### src/include/gat_params.svh
// Size and depth macros for the GAT memory block, included by every RTL file
`ifndef GAT_PARAMS_SVH
`define GAT_PARAMS_SVH

// ==============================
// Data widths
// ==============================
// H value and weight width
`define GAT_DATA_W      8
// Dot-product result width
`define GAT_ACC_W       20

// ==============================
// Graph sizes and RAM depths
// ==============================
`define GAT_FEAT_IN     4
`define GAT_NUM_NODES   8
// Nodes times FEAT_IN
`define GAT_H_DEPTH     32
// Two weight vectors of FEAT_IN
`define GAT_W_DEPTH     8
// One result word per node
`define GAT_FEAT_DEPTH  8

`endif
### src/design/gat_pkg.sv
// Shared types for the GAT memory block, imported by the controller, engines and top
`include "gat_params.svh"

package gat_pkg;

  // ==============================
  // Data types
  // ==============================
  typedef logic [`GAT_DATA_W-1:0] data_t;
  typedef logic [`GAT_ACC_W-1:0]  acc_t;

  // ==============================
  // Address types
  // ==============================
  typedef logic [$clog2(`GAT_H_DEPTH)-1:0]    h_addr_t;
  typedef logic [$clog2(`GAT_W_DEPTH)-1:0]    w_addr_t;
  // Node index doubles as feature RAM address
  typedef logic [$clog2(`GAT_FEAT_DEPTH)-1:0] node_t;

  // Dot-product engine states
  typedef enum logic [1:0] {
    IDLE,
    READ,
    LAST,
    WRITE
  } conv_state_t;

endpackage

### src/design/conv_mem_if.sv
// Memory port bundle between one dot-product engine and the memory controller
`include "gat_params.svh"

interface conv_mem_if
  import gat_pkg::*;
();

  // Read side, address out and data back one clock later
  h_addr_t h_addr;
  w_addr_t w_addr;
  data_t   h_dout;
  data_t   w_dout;

  // Feature write side
  logic    feat_we;
  node_t   feat_addr;
  acc_t    feat_din;

  modport engine (
    output h_addr, w_addr,
    input  h_dout, w_dout,
    output feat_we, feat_addr, feat_din
  );

  modport mem (
    input  h_addr, w_addr,
    output h_dout, w_dout,
    input  feat_we, feat_addr, feat_din
  );

endinterface

### src/design/gat_mem_top.sv
// Top level of the GAT memory block, joins the controller with the conv1 and conv2 engines
`include "gat_params.svh"

module gat_mem_top
  import gat_pkg::*;
(
  input  logic    clk,
  input  logic    rst_n,

  // ==============================
  // Control
  // ==============================
  input  logic    gat_layer,
  input  logic    start,
  output logic    done,

  // ==============================
  // Host load
  // ==============================
  input  data_t   h_din,
  input  logic    h_we,
  input  h_addr_t h_addr,
  input  data_t   w_din,
  input  logic    w_we,
  input  w_addr_t w_addr,

  // Feature readback, one clock latency
  input  node_t   feat_raddr,
  output acc_t    feat_rdata
);

  logic conv1_start;
  logic conv2_start;
  logic conv1_done;
  logic conv2_done;

  conv_mem_if conv1_mem ();
  conv_mem_if conv2_mem ();

  memory_controller u_mem_ctrl (
    .clk         (clk),
    .rst_n       (rst_n),
    .gat_layer   (gat_layer),
    .start       (start),
    .done        (done),
    .h_din       (h_din),
    .h_we        (h_we),
    .h_addr      (h_addr),
    .w_din       (w_din),
    .w_we        (w_we),
    .w_addr      (w_addr),
    .feat_raddr  (feat_raddr),
    .feat_rdata  (feat_rdata),
    .conv1       (conv1_mem.mem),
    .conv2       (conv2_mem.mem),
    .conv1_start (conv1_start),
    .conv2_start (conv2_start),
    .conv1_done  (conv1_done),
    .conv2_done  (conv2_done)
  );

  // Layer 1 uses the first weight vector
  dot_product_engine #(
    .WGT_BASE (0)
  ) u_conv1 (
    .clk   (clk),
    .rst_n (rst_n),
    .start (conv1_start),
    .done  (conv1_done),
    .mem   (conv1_mem.engine)
  );

  // Layer 2 weights start after FEAT_IN entries
  dot_product_engine #(
    .WGT_BASE (`GAT_FEAT_IN)
  ) u_conv2 (
    .clk   (clk),
    .rst_n (rst_n),
    .start (conv2_start),
    .done  (conv2_done),
    .mem   (conv2_mem.engine)
  );

endmodule

### src/design/memory_controller.sv
// Owns the H, weight and feature RAMs and hands them to the engine picked by gat_layer
`include "gat_params.svh"

module memory_controller
  import gat_pkg::*;
(
  input  logic     clk,
  input  logic     rst_n,
  input  logic     gat_layer,
  input  logic     start,
  output logic     done,

  // ==============================
  // Host load and readback
  // ==============================
  input  data_t    h_din,
  input  logic     h_we,
  input  h_addr_t  h_addr,
  input  data_t    w_din,
  input  logic     w_we,
  input  w_addr_t  w_addr,
  input  node_t    feat_raddr,
  output acc_t     feat_rdata,

  // ==============================
  // Engines
  // ==============================
  conv_mem_if.mem  conv1,
  conv_mem_if.mem  conv2,
  output logic     conv1_start,
  output logic     conv2_start,
  input  logic     conv1_done,
  input  logic     conv2_done
);

  h_addr_t h_raddr;
  w_addr_t w_raddr;
  data_t   h_rdata;
  data_t   w_rdata;

  logic    feat_we;
  node_t   feat_waddr;
  acc_t    feat_din;

  // Layer select, low is conv1 and high is conv2
  assign h_raddr    = (gat_layer == 1'b0) ? conv1.h_addr    : conv2.h_addr;
  assign w_raddr    = (gat_layer == 1'b0) ? conv1.w_addr    : conv2.w_addr;
  assign feat_we    = (gat_layer == 1'b0) ? conv1.feat_we   : conv2.feat_we;
  assign feat_waddr = (gat_layer == 1'b0) ? conv1.feat_addr : conv2.feat_addr;
  assign feat_din   = (gat_layer == 1'b0) ? conv1.feat_din  : conv2.feat_din;

  assign conv1_start = start & ~gat_layer;
  assign conv2_start = start &  gat_layer;
  assign done        = (gat_layer == 1'b0) ? conv1_done : conv2_done;

  // Both engines see the same RAM outputs
  assign conv1.h_dout = h_rdata;
  assign conv1.w_dout = w_rdata;
  assign conv2.h_dout = h_rdata;
  assign conv2.w_dout = w_rdata;

  // ==============================
  // Memories
  // ==============================
  bram #(
    .DATA_WIDTH (`GAT_DATA_W),
    .DEPTH      (`GAT_H_DEPTH)
  ) u_h_bram (
    .clk   (clk),
    .rst_n (rst_n),
    .din   (h_din),
    .addra (h_addr),
    .wea   (h_we),
    .addrb (h_raddr),
    .dout  (h_rdata)
  );

  bram #(
    .DATA_WIDTH (`GAT_DATA_W),
    .DEPTH      (`GAT_W_DEPTH)
  ) u_wgt_bram (
    .clk   (clk),
    .rst_n (rst_n),
    .din   (w_din),
    .addra (w_addr),
    .wea   (w_we),
    .addrb (w_raddr),
    .dout  (w_rdata)
  );

  // Engine writes on port A, host reads back on port B
  bram #(
    .DATA_WIDTH (`GAT_ACC_W),
    .DEPTH      (`GAT_FEAT_DEPTH)
  ) u_feat_bram (
    .clk   (clk),
    .rst_n (rst_n),
    .din   (feat_din),
    .addra (feat_waddr),
    .wea   (feat_we),
    .addrb (feat_raddr),
    .dout  (feat_rdata)
  );

endmodule

### src/design/dot_product_engine.sv
// Per-node dot product of an H row with one layer's weight vector, written to feature RAM
`include "gat_params.svh"

module dot_product_engine
  import gat_pkg::*;
#(
  // First weight address of this layer's vector
  parameter int WGT_BASE = 0
) (
  input  logic           clk,
  input  logic           rst_n,
  input  logic           start,
  output logic           done,
  conv_mem_if.engine     mem
);

  localparam int FEAT_IDX_W = $clog2(`GAT_FEAT_IN);

  localparam logic [FEAT_IDX_W-1:0] LAST_FEAT = FEAT_IDX_W'(`GAT_FEAT_IN - 1);
  localparam node_t                 LAST_NODE = node_t'(`GAT_NUM_NODES - 1);

  conv_state_t           state;
  conv_state_t           next_state;
  node_t                 node_cnt;
  logic [FEAT_IDX_W-1:0] feat_cnt;
  // Read data from the previous cycle is on h_dout / w_dout
  logic                  rd_vld;
  acc_t                  acc;
  acc_t                  prod;

  // ==============================
  // Next state
  // ==============================
  always_comb begin
    next_state = state;
    case (state)
      IDLE:  if (start) next_state = READ;
      READ:  if (feat_cnt == LAST_FEAT) next_state = LAST;
      // One spare cycle to catch the final read
      LAST:  next_state = WRITE;
      WRITE: next_state = (node_cnt == LAST_NODE) ? IDLE : READ;
      default: next_state = IDLE;
    endcase
  end

  // ==============================
  // State, counters and done
  // ==============================
  always_ff @(posedge clk) begin
    if (!rst_n) begin
      state    <= IDLE;
      node_cnt <= '0;
      feat_cnt <= '0;
      rd_vld   <= 1'b0;
      done     <= 1'b0;
    end else begin
      state  <= next_state;
      rd_vld <= (state == READ);
      // Pulse one cycle after the last node is written
      done   <= (state == WRITE) && (node_cnt == LAST_NODE);
      case (state)
        IDLE: begin
          node_cnt <= '0;
          feat_cnt <= '0;
        end
        READ: begin
          feat_cnt <= (feat_cnt == LAST_FEAT) ? '0 : feat_cnt + 1'b1;
        end
        WRITE: begin
          node_cnt <= (node_cnt == LAST_NODE) ? '0 : node_cnt + 1'b1;
        end
        default: ;
      endcase
    end
  end

  // ==============================
  // Multiply and accumulate
  // ==============================
  assign prod = acc_t'(mem.h_dout) * acc_t'(mem.w_dout);

  // Cleared between nodes, so the next row starts from zero
  always_ff @(posedge clk) begin
    if (state == IDLE || state == WRITE) begin
      acc <= '0;
    end else if (rd_vld) begin
      acc <= acc + prod;
    end
  end

  // ==============================
  // Memory ports
  // ==============================
  assign mem.h_addr    = h_addr_t'(node_cnt) * h_addr_t'(`GAT_FEAT_IN) + h_addr_t'(feat_cnt);
  assign mem.w_addr    = w_addr_t'(WGT_BASE) + w_addr_t'(feat_cnt);

  assign mem.feat_we   = (state == WRITE);
  assign mem.feat_addr = node_cnt;
  assign mem.feat_din  = acc;

endmodule

### src/design/bram.sv
// Simple dual-port RAM, write on port A and registered read on port B
`include "gat_params.svh"

module bram #(
  parameter int DATA_WIDTH = `GAT_DATA_W,
  parameter int DEPTH      = `GAT_H_DEPTH,
  localparam int ADDR_W    = $clog2(DEPTH)
) (
  input  logic                  clk,
  input  logic                  rst_n,
  input  logic [DATA_WIDTH-1:0] din,
  input  logic [ADDR_W-1:0]     addra,
  input  logic                  wea,
  input  logic [ADDR_W-1:0]     addrb,
  output logic [DATA_WIDTH-1:0] dout
);

  logic [DATA_WIDTH-1:0] mem [DEPTH];

  // ==============================
  // Port A write
  // ==============================
  always_ff @(posedge clk) begin
    if (wea) begin
      mem[addra] <= din;
    end
  end

  // ==============================
  // Port B read, one clock latency
  // ==============================
  always_ff @(posedge clk) begin
    if (!rst_n) begin
      dout <= '0;
    end else begin
      dout <= mem[addrb];
    end
  end

endmodule

### config.mk
export PLATFORM = sky130hd
export DESIGN_NAME = gat_mem_top
export DESIGN_NICKNAME = d
export VERILOG_FILES = /design/src/design/gat_pkg.sv /design/src/design/conv_mem_if.sv /design/src/design/gat_mem_top.sv /design/src/design/memory_controller.sv /design/src/design/dot_product_engine.sv /design/src/design/bram.sv
export VERILOG_INCLUDE_DIRS = /design/src /design/src/include
export SDC_FILE = /design/constraint.sdc
export NUM_CORES = 1
export LEC_CHECK = 0
export BUFFER_PORTS_ARGS = -buffer_cell sky130_fd_sc_hd__buf_2
export CAP_MARGIN = 20
export CELL_PAD_IN_SITES_DETAIL_PLACEMENT = 1
export CELL_PAD_IN_SITES_GLOBAL_PLACEMENT = 2
export CORE_MARGIN = 4
export CORE_UTILIZATION = 46
export CTS_BUF_LIST = sky130_fd_sc_hd__clkbuf_8
export CTS_CLUSTER_SIZE = 30
export DETAILED_ROUTE_END_ITERATION = 8
export PLACE_DENSITY = 0.87
export SETUP_SLACK_MARGIN = 0.1
export SKIP_LAST_GASP = 1
export SLEW_MARGIN = 30
export SYNTH_ARGS = -nofsm -noshare
export SYNTH_HDL_FRONTEND = slang
export SYNTH_SLANG_ARGS = --single-unit
### constraint.sdc
create_clock -name clk -period 7.8 [get_ports clk]
set_input_delay 0.39 -clock clk [delete_from_list [all_inputs] [get_ports clk]]
set_output_delay 0.39 -clock clk [all_outputs]
set_load 0.01 [all_outputs]
; ---- Word level (Yosys, flattened, before mapping)
; Memory sizes are Yosys's and may differ from the RTL's. A register that Yosys moved wholly into a read port is not among the register bits.
; Index checks and enable logic that the tools add are counted.
[totals]
regBits = 58
mem_bits_rw = 480
in_bits = 33
out_inout_bits = 21
wordCells = 85
n_memories = 3
[mem_list]
columns = name, depth, width, rd, rd_clocked_by_memory_dff, wr, line_no
row1 = u_mem_ctrl.u_h_bram.mem, 32, 8, 1, 1, 1, bram.sv:18  ; logic [DATA_WIDTH-1:0] mem [DEPTH];
row2 = u_mem_ctrl.u_feat_bram.mem, 8, 20, 1, 1, 1, bram.sv:18
row3 = u_mem_ctrl.u_wgt_bram.mem, 8, 8, 1, 1, 1, bram.sv:18
[op_classes]
n_addsub = 9
mul = 1
n_eq_ne = 14
n_mux = 28
bitwise = 3
n_reduce_logical = 15
[op_table]
columns = op, n
row1 = adder 20 x 16 -> 20 bit, 2
row2 = two-way mux 20 bit, 1
row3 = multiplier 8 x 8 -> 16 bit, 1
row4 = case mux 2 bit (4 select lines), 2
row5 = "== test 2 bit, second input constant", 6
row6 = two-way mux 2 bit, 6
row7 = two-way mux 3 bit, 4
row8 = case mux 3 bit (2 select lines), 2
row9 = adder 5 x 2 -> 5 bit, 2
row10 = two-way mux 1 bit, 10
row11 = "!= test 2 bit, second input constant", 4
row12 = case mux 2 bit (2 select lines), 2
row13 = nonzero test 2 bit, 4
row14 = "adder 3 x 1 -> 3 bit, second input constant", 2
row15 = "== test 3 bit, second input constant", 2
row16 = two-way mux 5 bit, 1
row17 = "adder 2 x 1 -> 2 bit, second input constant", 2
row18 = "== test 2 x 1 -> 1 bit, second input constant", 2
row19 = logical NOT 2 bit, 2
row20 = AND reduction 2 bit, 2
row21 = "adder 3 x 2 -> 3 bit, first input constant", 1
row22 = logical NOT 1 bit, 3
row23 = AND 1 bit, 2
row24 = logical AND 1 bit, 2
row25 = other kinds (2), 3

; ---- Longest topological paths before layout
[logic_depth]
word_depth = 4
depth_mapped = 24
ltp_nobuf = 23

; ---- By module
; From an unflattened synthesis, not the netlist that was laid out.
[hier_totals]
cells_unflattened = 1930
area_unflattened_um2 = 28163.3
[by_module_without_submodules]
columns = mod, instances, cells_each, area_each_um2, seq_area_each_um2
row1 = bram (u_mem_ctrl.u_h_bram), 1, 473, 10211.0, 7847.5
row2 = bram (u_mem_ctrl.u_feat_bram), 1, 312, 6578.8, 5205.0
row3 = dot_product_engine (u_conv2), 1, 483, 4038.9, 580.6
row4 = dot_product_engine (u_conv1), 1, 472, 3966.3, 580.6
row5 = bram (u_mem_ctrl.u_wgt_bram), 1, 135, 2692.6, 2082.0
row6 = memory_controller, 1, 55, 675.6, 0.0

; ---- Worst setup path after synthesis
; Ideal clock, no wire load.
[synth_path]
path_type = reg-to-reg
from = register u_mem_ctrl.u_h_bram.dout[5], read port of u_mem_ctrl.u_h_bram.mem
to = register u_conv2.acc[19], in the netlist u_conv2.mem.feat_din[19]
setup_ns = 0.115
arrival_ns = 5.270
required_ns = 7.685
path_slack_ns = 2.415
path_stages_with_launch = 22
path_buffers = 0
period_less_slack_ns = 5.385
cell_sequence = dfxtp_1 nand2_1 fa_1 fa_1 inv_1 fa_1 inv_1 fa_1 inv_1 ha_1 o21a_1 a211o_1 a31o_2 a21oi_1 xnor2_1 ha_1 and4_1 nand4_1 a211oi_1 o311ai_0 xnor2_1 and2_1
[synth_via]
elab_chain_cells = 2
[synth_lines]
columns = item, line_no
row1 = "start, declared", bram.sv:15  ; output logic [DATA_WIDTH-1:0] dout
row2 = multiplier 8 x 8 -> 16 bit, dot_product_engine.sv:80  ; assign prod = acc_t'(mem.h_dout) * acc_t'(mem.w_dout);
row3 = adder 20 x 16 -> 20 bit, dot_product_engine.sv:87  ; acc <= acc + prod;
row4 = "end signal, assigned", dot_product_engine.sv:87
row5 = "end, declared", dot_product_engine.sv:28  ; acc_t acc;
; No other way between the ends.
; A chain may end at the register's enable or synchronous reset.

; ---- Worst setup path after layout
; Ends and elaborated chain as after synthesis.

==> flow_results.org <==
** Route
- For this block, the initial DRC count from the detailed router was 1269.
- Vias post-DR :: 17.7k
- The final layout contains routed wiring with a total length of 70600 µm.
- The first detailed-routing pass took 5 iterations.
- Routed via count divided by cell count :: between 5 and 6
- Routed length per instance :: 23.2 µm
- After detailed routing, the number of remaining DRC violations is 0.
- Once detail routing completed, the nets flagged for antenna violations numbered 0.

** Layout
- Synthesis-to-finish area growth :: 10.6%
- Proportion of layout cells with a drive suffix above 1 :: 12.7%
- Once layout is complete, the cells apart from fillers number 3040.
- The net count of the finished layout is around 2.4k.
- Finished Core Util :: 51.5%

** Setup path
- Worst setup endpoint :: u_conv2.mem.feat_din[19]
- The most critical setup path has its startpoint at u_mem_ctrl.u_h_bram.dout[5].
- STA classifies the critical path endpoint as a register.
- Flop2flop setup slack :: 1.79 ns
- The worst setup path is launched from a register.
- Measured in cells, the most critical reg-to-reg path has a length of 21.
- The worst setup path is of the register to register kind.
- In this run the critical register-to-register path is captured at u_conv2.mem.feat_din[19].
- CP max FO :: 8
- Data on the critical path is required at its endpoint by 8.37 ns.
- In this run the critical register-to-register path is launched from u_mem_ctrl.u_h_bram.dout[5].
- For the worst setup path, the data arrival time is 6.58 ns.

** Timing
- The worst pin sits at a relative slew slack of between 30% and 40%.
- The tightest hold path in the finished design has a slack of approximately 0.14 ns.
- Of the available clock period, the critical path in the final layout requires 77.0%.
- Worst-Margin Slew :: slightly above 1 ns
- For the final database, setup skew stands at 0.0445 ns.
- The smallest clock period supported by the final layout is computed as between 6 and 7 ns.
- Max Slew Vio Count :: 0
- Summed negative setup slack over all endpoints :: 0 ns
- Based on the critical path, the design can be clocked at up to 167 MHz.
- Setup violations remaining at the end of the flow were counted as 0.
- Final Hold Violating Endpoints :: 0
- Unrepaired setup endpoints after global routing :: false

** Placement
- At the end of routability-driven placement, the weighted congestion stood at around 0.9.
- Buffers added on ports :: 53
- Including well taps, the total number of placed cells is 2855.
- The wire-length estimate of the detail-placed layout is between 40000 and 50000 µm.

** Hold path
- The worst hold path begins at w_addr[0].
- Classification of the worst-slack hold path :: primary input to register

** Floorplan
- Core Region :: 0.0577 mm²
- Number of top-level pins :: 54
- The floorplan step defined a die boundary enclosing just over 0.06 mm².
- Starting density of the core :: 46.5%
- Die outline width :: 250 µm
- Row generation in the floorplan step produced 88 rows.
- Die Height :: 250 µm

** Global routing
- Gr busiest metal :: met2
- Tot GR Track Use :: between 20% and 30%
- Global routing used 39.6% of the available met2 tracks.
- Global route overflow :: 0
- First-pass GRT wire length :: 109000 µm
- The via count of the first global-routing pass was 19.1k.
- Entering global routing, the biggest net connects 83 pins.
- Met3 track utilization from global routing :: 3.16%
- Number of antenna violations at the first check in global routing :: 1
- Met1 Track Usage GR :: 28.1%

** Synthesis
- Of the synthesized area, sequential elements account for 60.7%.
- Most frequent cells after synthesis :: edfxtp_1 (480), nand2_1 (239), nor2_1 (147), a21oi_1 (99), dfxtp_1 (94)
- Share of synthesized registers carrying an async set or reset :: 0%
- Mapped Area :: 0.0268 mm²
- After synthesis, the cell types taking the most area are edfxtp_1 (54%), dfxtp_1 (7.0%), ha_1 (3.9%).
- Among all flip-flop cells after synthesis, the most frequent one is edfxtp_1.
- Counting flops and latches in the post-synthesis netlist gives around 570.
- The largest total area in the synthesized netlist belongs to edfxtp_1.
- Portion of synthesized cell area occupied by the leading cell type :: 53.7%
- YS warnings :: 0
- Post-Syn Nets :: 2278
- Most frequently used cell type in the post-synthesis netlist :: edfxtp_1
- Averaged over all synthesized cells, the footprint is 12.6 µm².
- After synthesis, the netlist uses between 70 and 80 different library cells.
- The cell count after synthesis came out at 2123.
- EDFF count, synth :: 480

** Power and ir drop
- IR analysis of the VDD net gives a maximum drop of around 150 µV.
- Reported leakage power :: 10.8 nW
- In this run the power density over the cells is 242 mW/mm².

** Clock network
- TritonCTS built the clock tree.
- TritonCTS sink count :: approximately 570
- The tree is rooted in a clkbuf_8.
- Worst-path clk slew :: 0.07 ns
- Insertion delay of the later-clocked pin in the worst-skew pair :: 0.72 ns
- In this run, CTS created clock tree buffers numbering 95.
- The H-tree generated during clock tree synthesis spans 3 levels.
- No sink is reached through more buffers than the 3 on the longest clock path.

** Run status
- Run status :: finished clean

** Job
- MaxCap Viol Count :: 0
==> timing repair <==
item | CTS | global route
resized for setup | 0 | 0
setup buffers | 0 | 0
hold buffers | 8 | 0
endpoints found under the hold margin | 64 | 0
==> power breakdown <==
group          internal, mW  switching [mW]  leakage, nW  total [mW]
Sequential             3.39          0.0690         5.04        3.46
Clock                  1.32            1.23         1.03        2.55
Combinational         0.387           0.783         4.73        1.17
==> worst max-delay path, cell delays in order, from the launching register on <==
cell and delay, ns:
dfxtp_1 0.43, nand2_1 0.11, fa_1 0.51, fa_1 0.55, inv_1 0.06, fa_1 0.47, inv_1 0.05, fa_1 0.47
inv_1 0.05, ha_1 0.30, o21a_1 0.25, a211o_1 0.33, a31o_2 0.24, a21oi_1 0.19, xnor2_1 0.15, ha_1 0.41
and4_1 0.28, nand4_1 0.17, a211oi_1 0.31, o311ai_0 0.21, xnor2_1 0.16, and2_1 0.16
==> layout make-up <==
class | instances | area, µm²
inverters | 81 | 304
multi-input cells | 1367 | 9840
clock buffers | 102 | 1400
flip-flops and latches | 574 | 16300
repair buffers | 76 | 460
clock inverters | 74 | 425
well taps | 765 | 957
fillers | 5906 | 28000
diodes | 1 | 2.50
==> cells by family (layout without fill, tap and decap cells) <==
kind of cell / count (synthesis) / count (layout) / synth area share (%)
mux: 109 / 109 / 6.26
xor+xnor: 24 / 24 / 0.783
other cells: 0 / 1 / 0
compound gates: 415 / 415 / 9.97
simple gates: 697 / 697 / 12.5
buf+inv: 182 / 333 / 2.99
fa+ha+maj: 122 / 122 / 6.75
flops: 574 / 574 / 60.7
==> per-stage QoR <==
step           setup slack, ns  area [µm²]  power (mW)
3_3_place_gp              1.98       27800        4.63
5_1_grt                   1.37       29700        7.51
4_1_cts                   1.78       29700        7.24
6_report                  1.79       29700        7.18
3_5_place_dp              1.82       27800        4.69
2_1_floorplan             2.42       26800        4.32
==> worst min-delay path by stage <==
| stage | endpoint | slack, ns | cells after the start |
|---|---|---|---|
| floorplan | u_conv2.mem.feat_din[10] | 0.45 | 2 |
| global placement | u_conv1.mem.feat_din[10] | 0.47 | 2 |
| detailed placement | u_conv1.mem.feat_din[9] | 0.49 | 2 |
| CTS | u_mem_ctrl.u_wgt_bram.mem[2][2] | 0.07 | 2 |
| global route | u_mem_ctrl.u_wgt_bram.mem[2][2] | 0.13 | 2 |
| finish | u_mem_ctrl.u_wgt_bram.mem[2][2] | 0.14 | 2 |
==> sequential cells by signal, summed over array words and instances, names as in the netlist <==
| signal | cells |
|---|---|
| u_mem_ctrl.u_h_bram.mem | 256 |
| u_mem_ctrl.u_feat_bram.mem | 160 |
| u_mem_ctrl.u_wgt_bram.mem | 64 |
| u_conv1.mem.feat_din | 20 |
| u_conv2.mem.feat_din | 20 |
| u_mem_ctrl.u_feat_bram.dout | 20 |
| u_mem_ctrl.u_h_bram.dout | 8 |
| u_mem_ctrl.u_wgt_bram.dout | 8 |
| u_conv1.mem.feat_addr | 3 |
| u_conv2.mem.feat_addr | 3 |
| u_conv1.feat_cnt | 2 |
| u_conv1.state | 2 |
| u_conv2.feat_cnt | 2 |
| u_conv2.state | 2 |
| u_conv1.done | 1 |
| u_conv1.rd_vld | 1 |
| u_conv2.done | 1 |
| u_conv2.rd_vld | 1 |
==> per-layer routing <==
metal  up-vias  share of wire, %
met3       130               4.5
met2       455                51
li1       8057                 -
met5         -                 0
met4         0               3.0
met1      9052                41
==> cell usage in the layout, fill, tap and decap left out, drive strengths merged, types with 16 or more instances in the layout <==
| cell type | Yosys | routed |
|---|---|---|
| fa | 38 | 38 |
| a21oi | 99 | 99 |
| o32ai | 18 | 18 |
| nor2b | 73 | 73 |
| a22oi | 16 | 16 |
| and3 | 36 | 36 |
| nand2 | 240 | 240 |
| edfxtp | 480 | 480 |
| mux4 | 44 | 44 |
| nor3 | 23 | 23 |
| nand3 | 47 | 47 |
| a31oi | 44 | 44 |
| and2 | 64 | 64 |
| buf | 59 | 68 |
| o22ai | 36 | 36 |
| clkbuf | 42 | 102 |
| dfxtp | 94 | 94 |
| nand2b | 16 | 16 |
| mux2i | 41 | 41 |
| o21ai | 90 | 90 |
| nor2 | 147 | 147 |
| ha | 84 | 84 |
| mux2 | 24 | 24 |
| clkinv | 0 | 38 |
| inv | 81 | 112 |
Power figures use the tool's default switching activity.
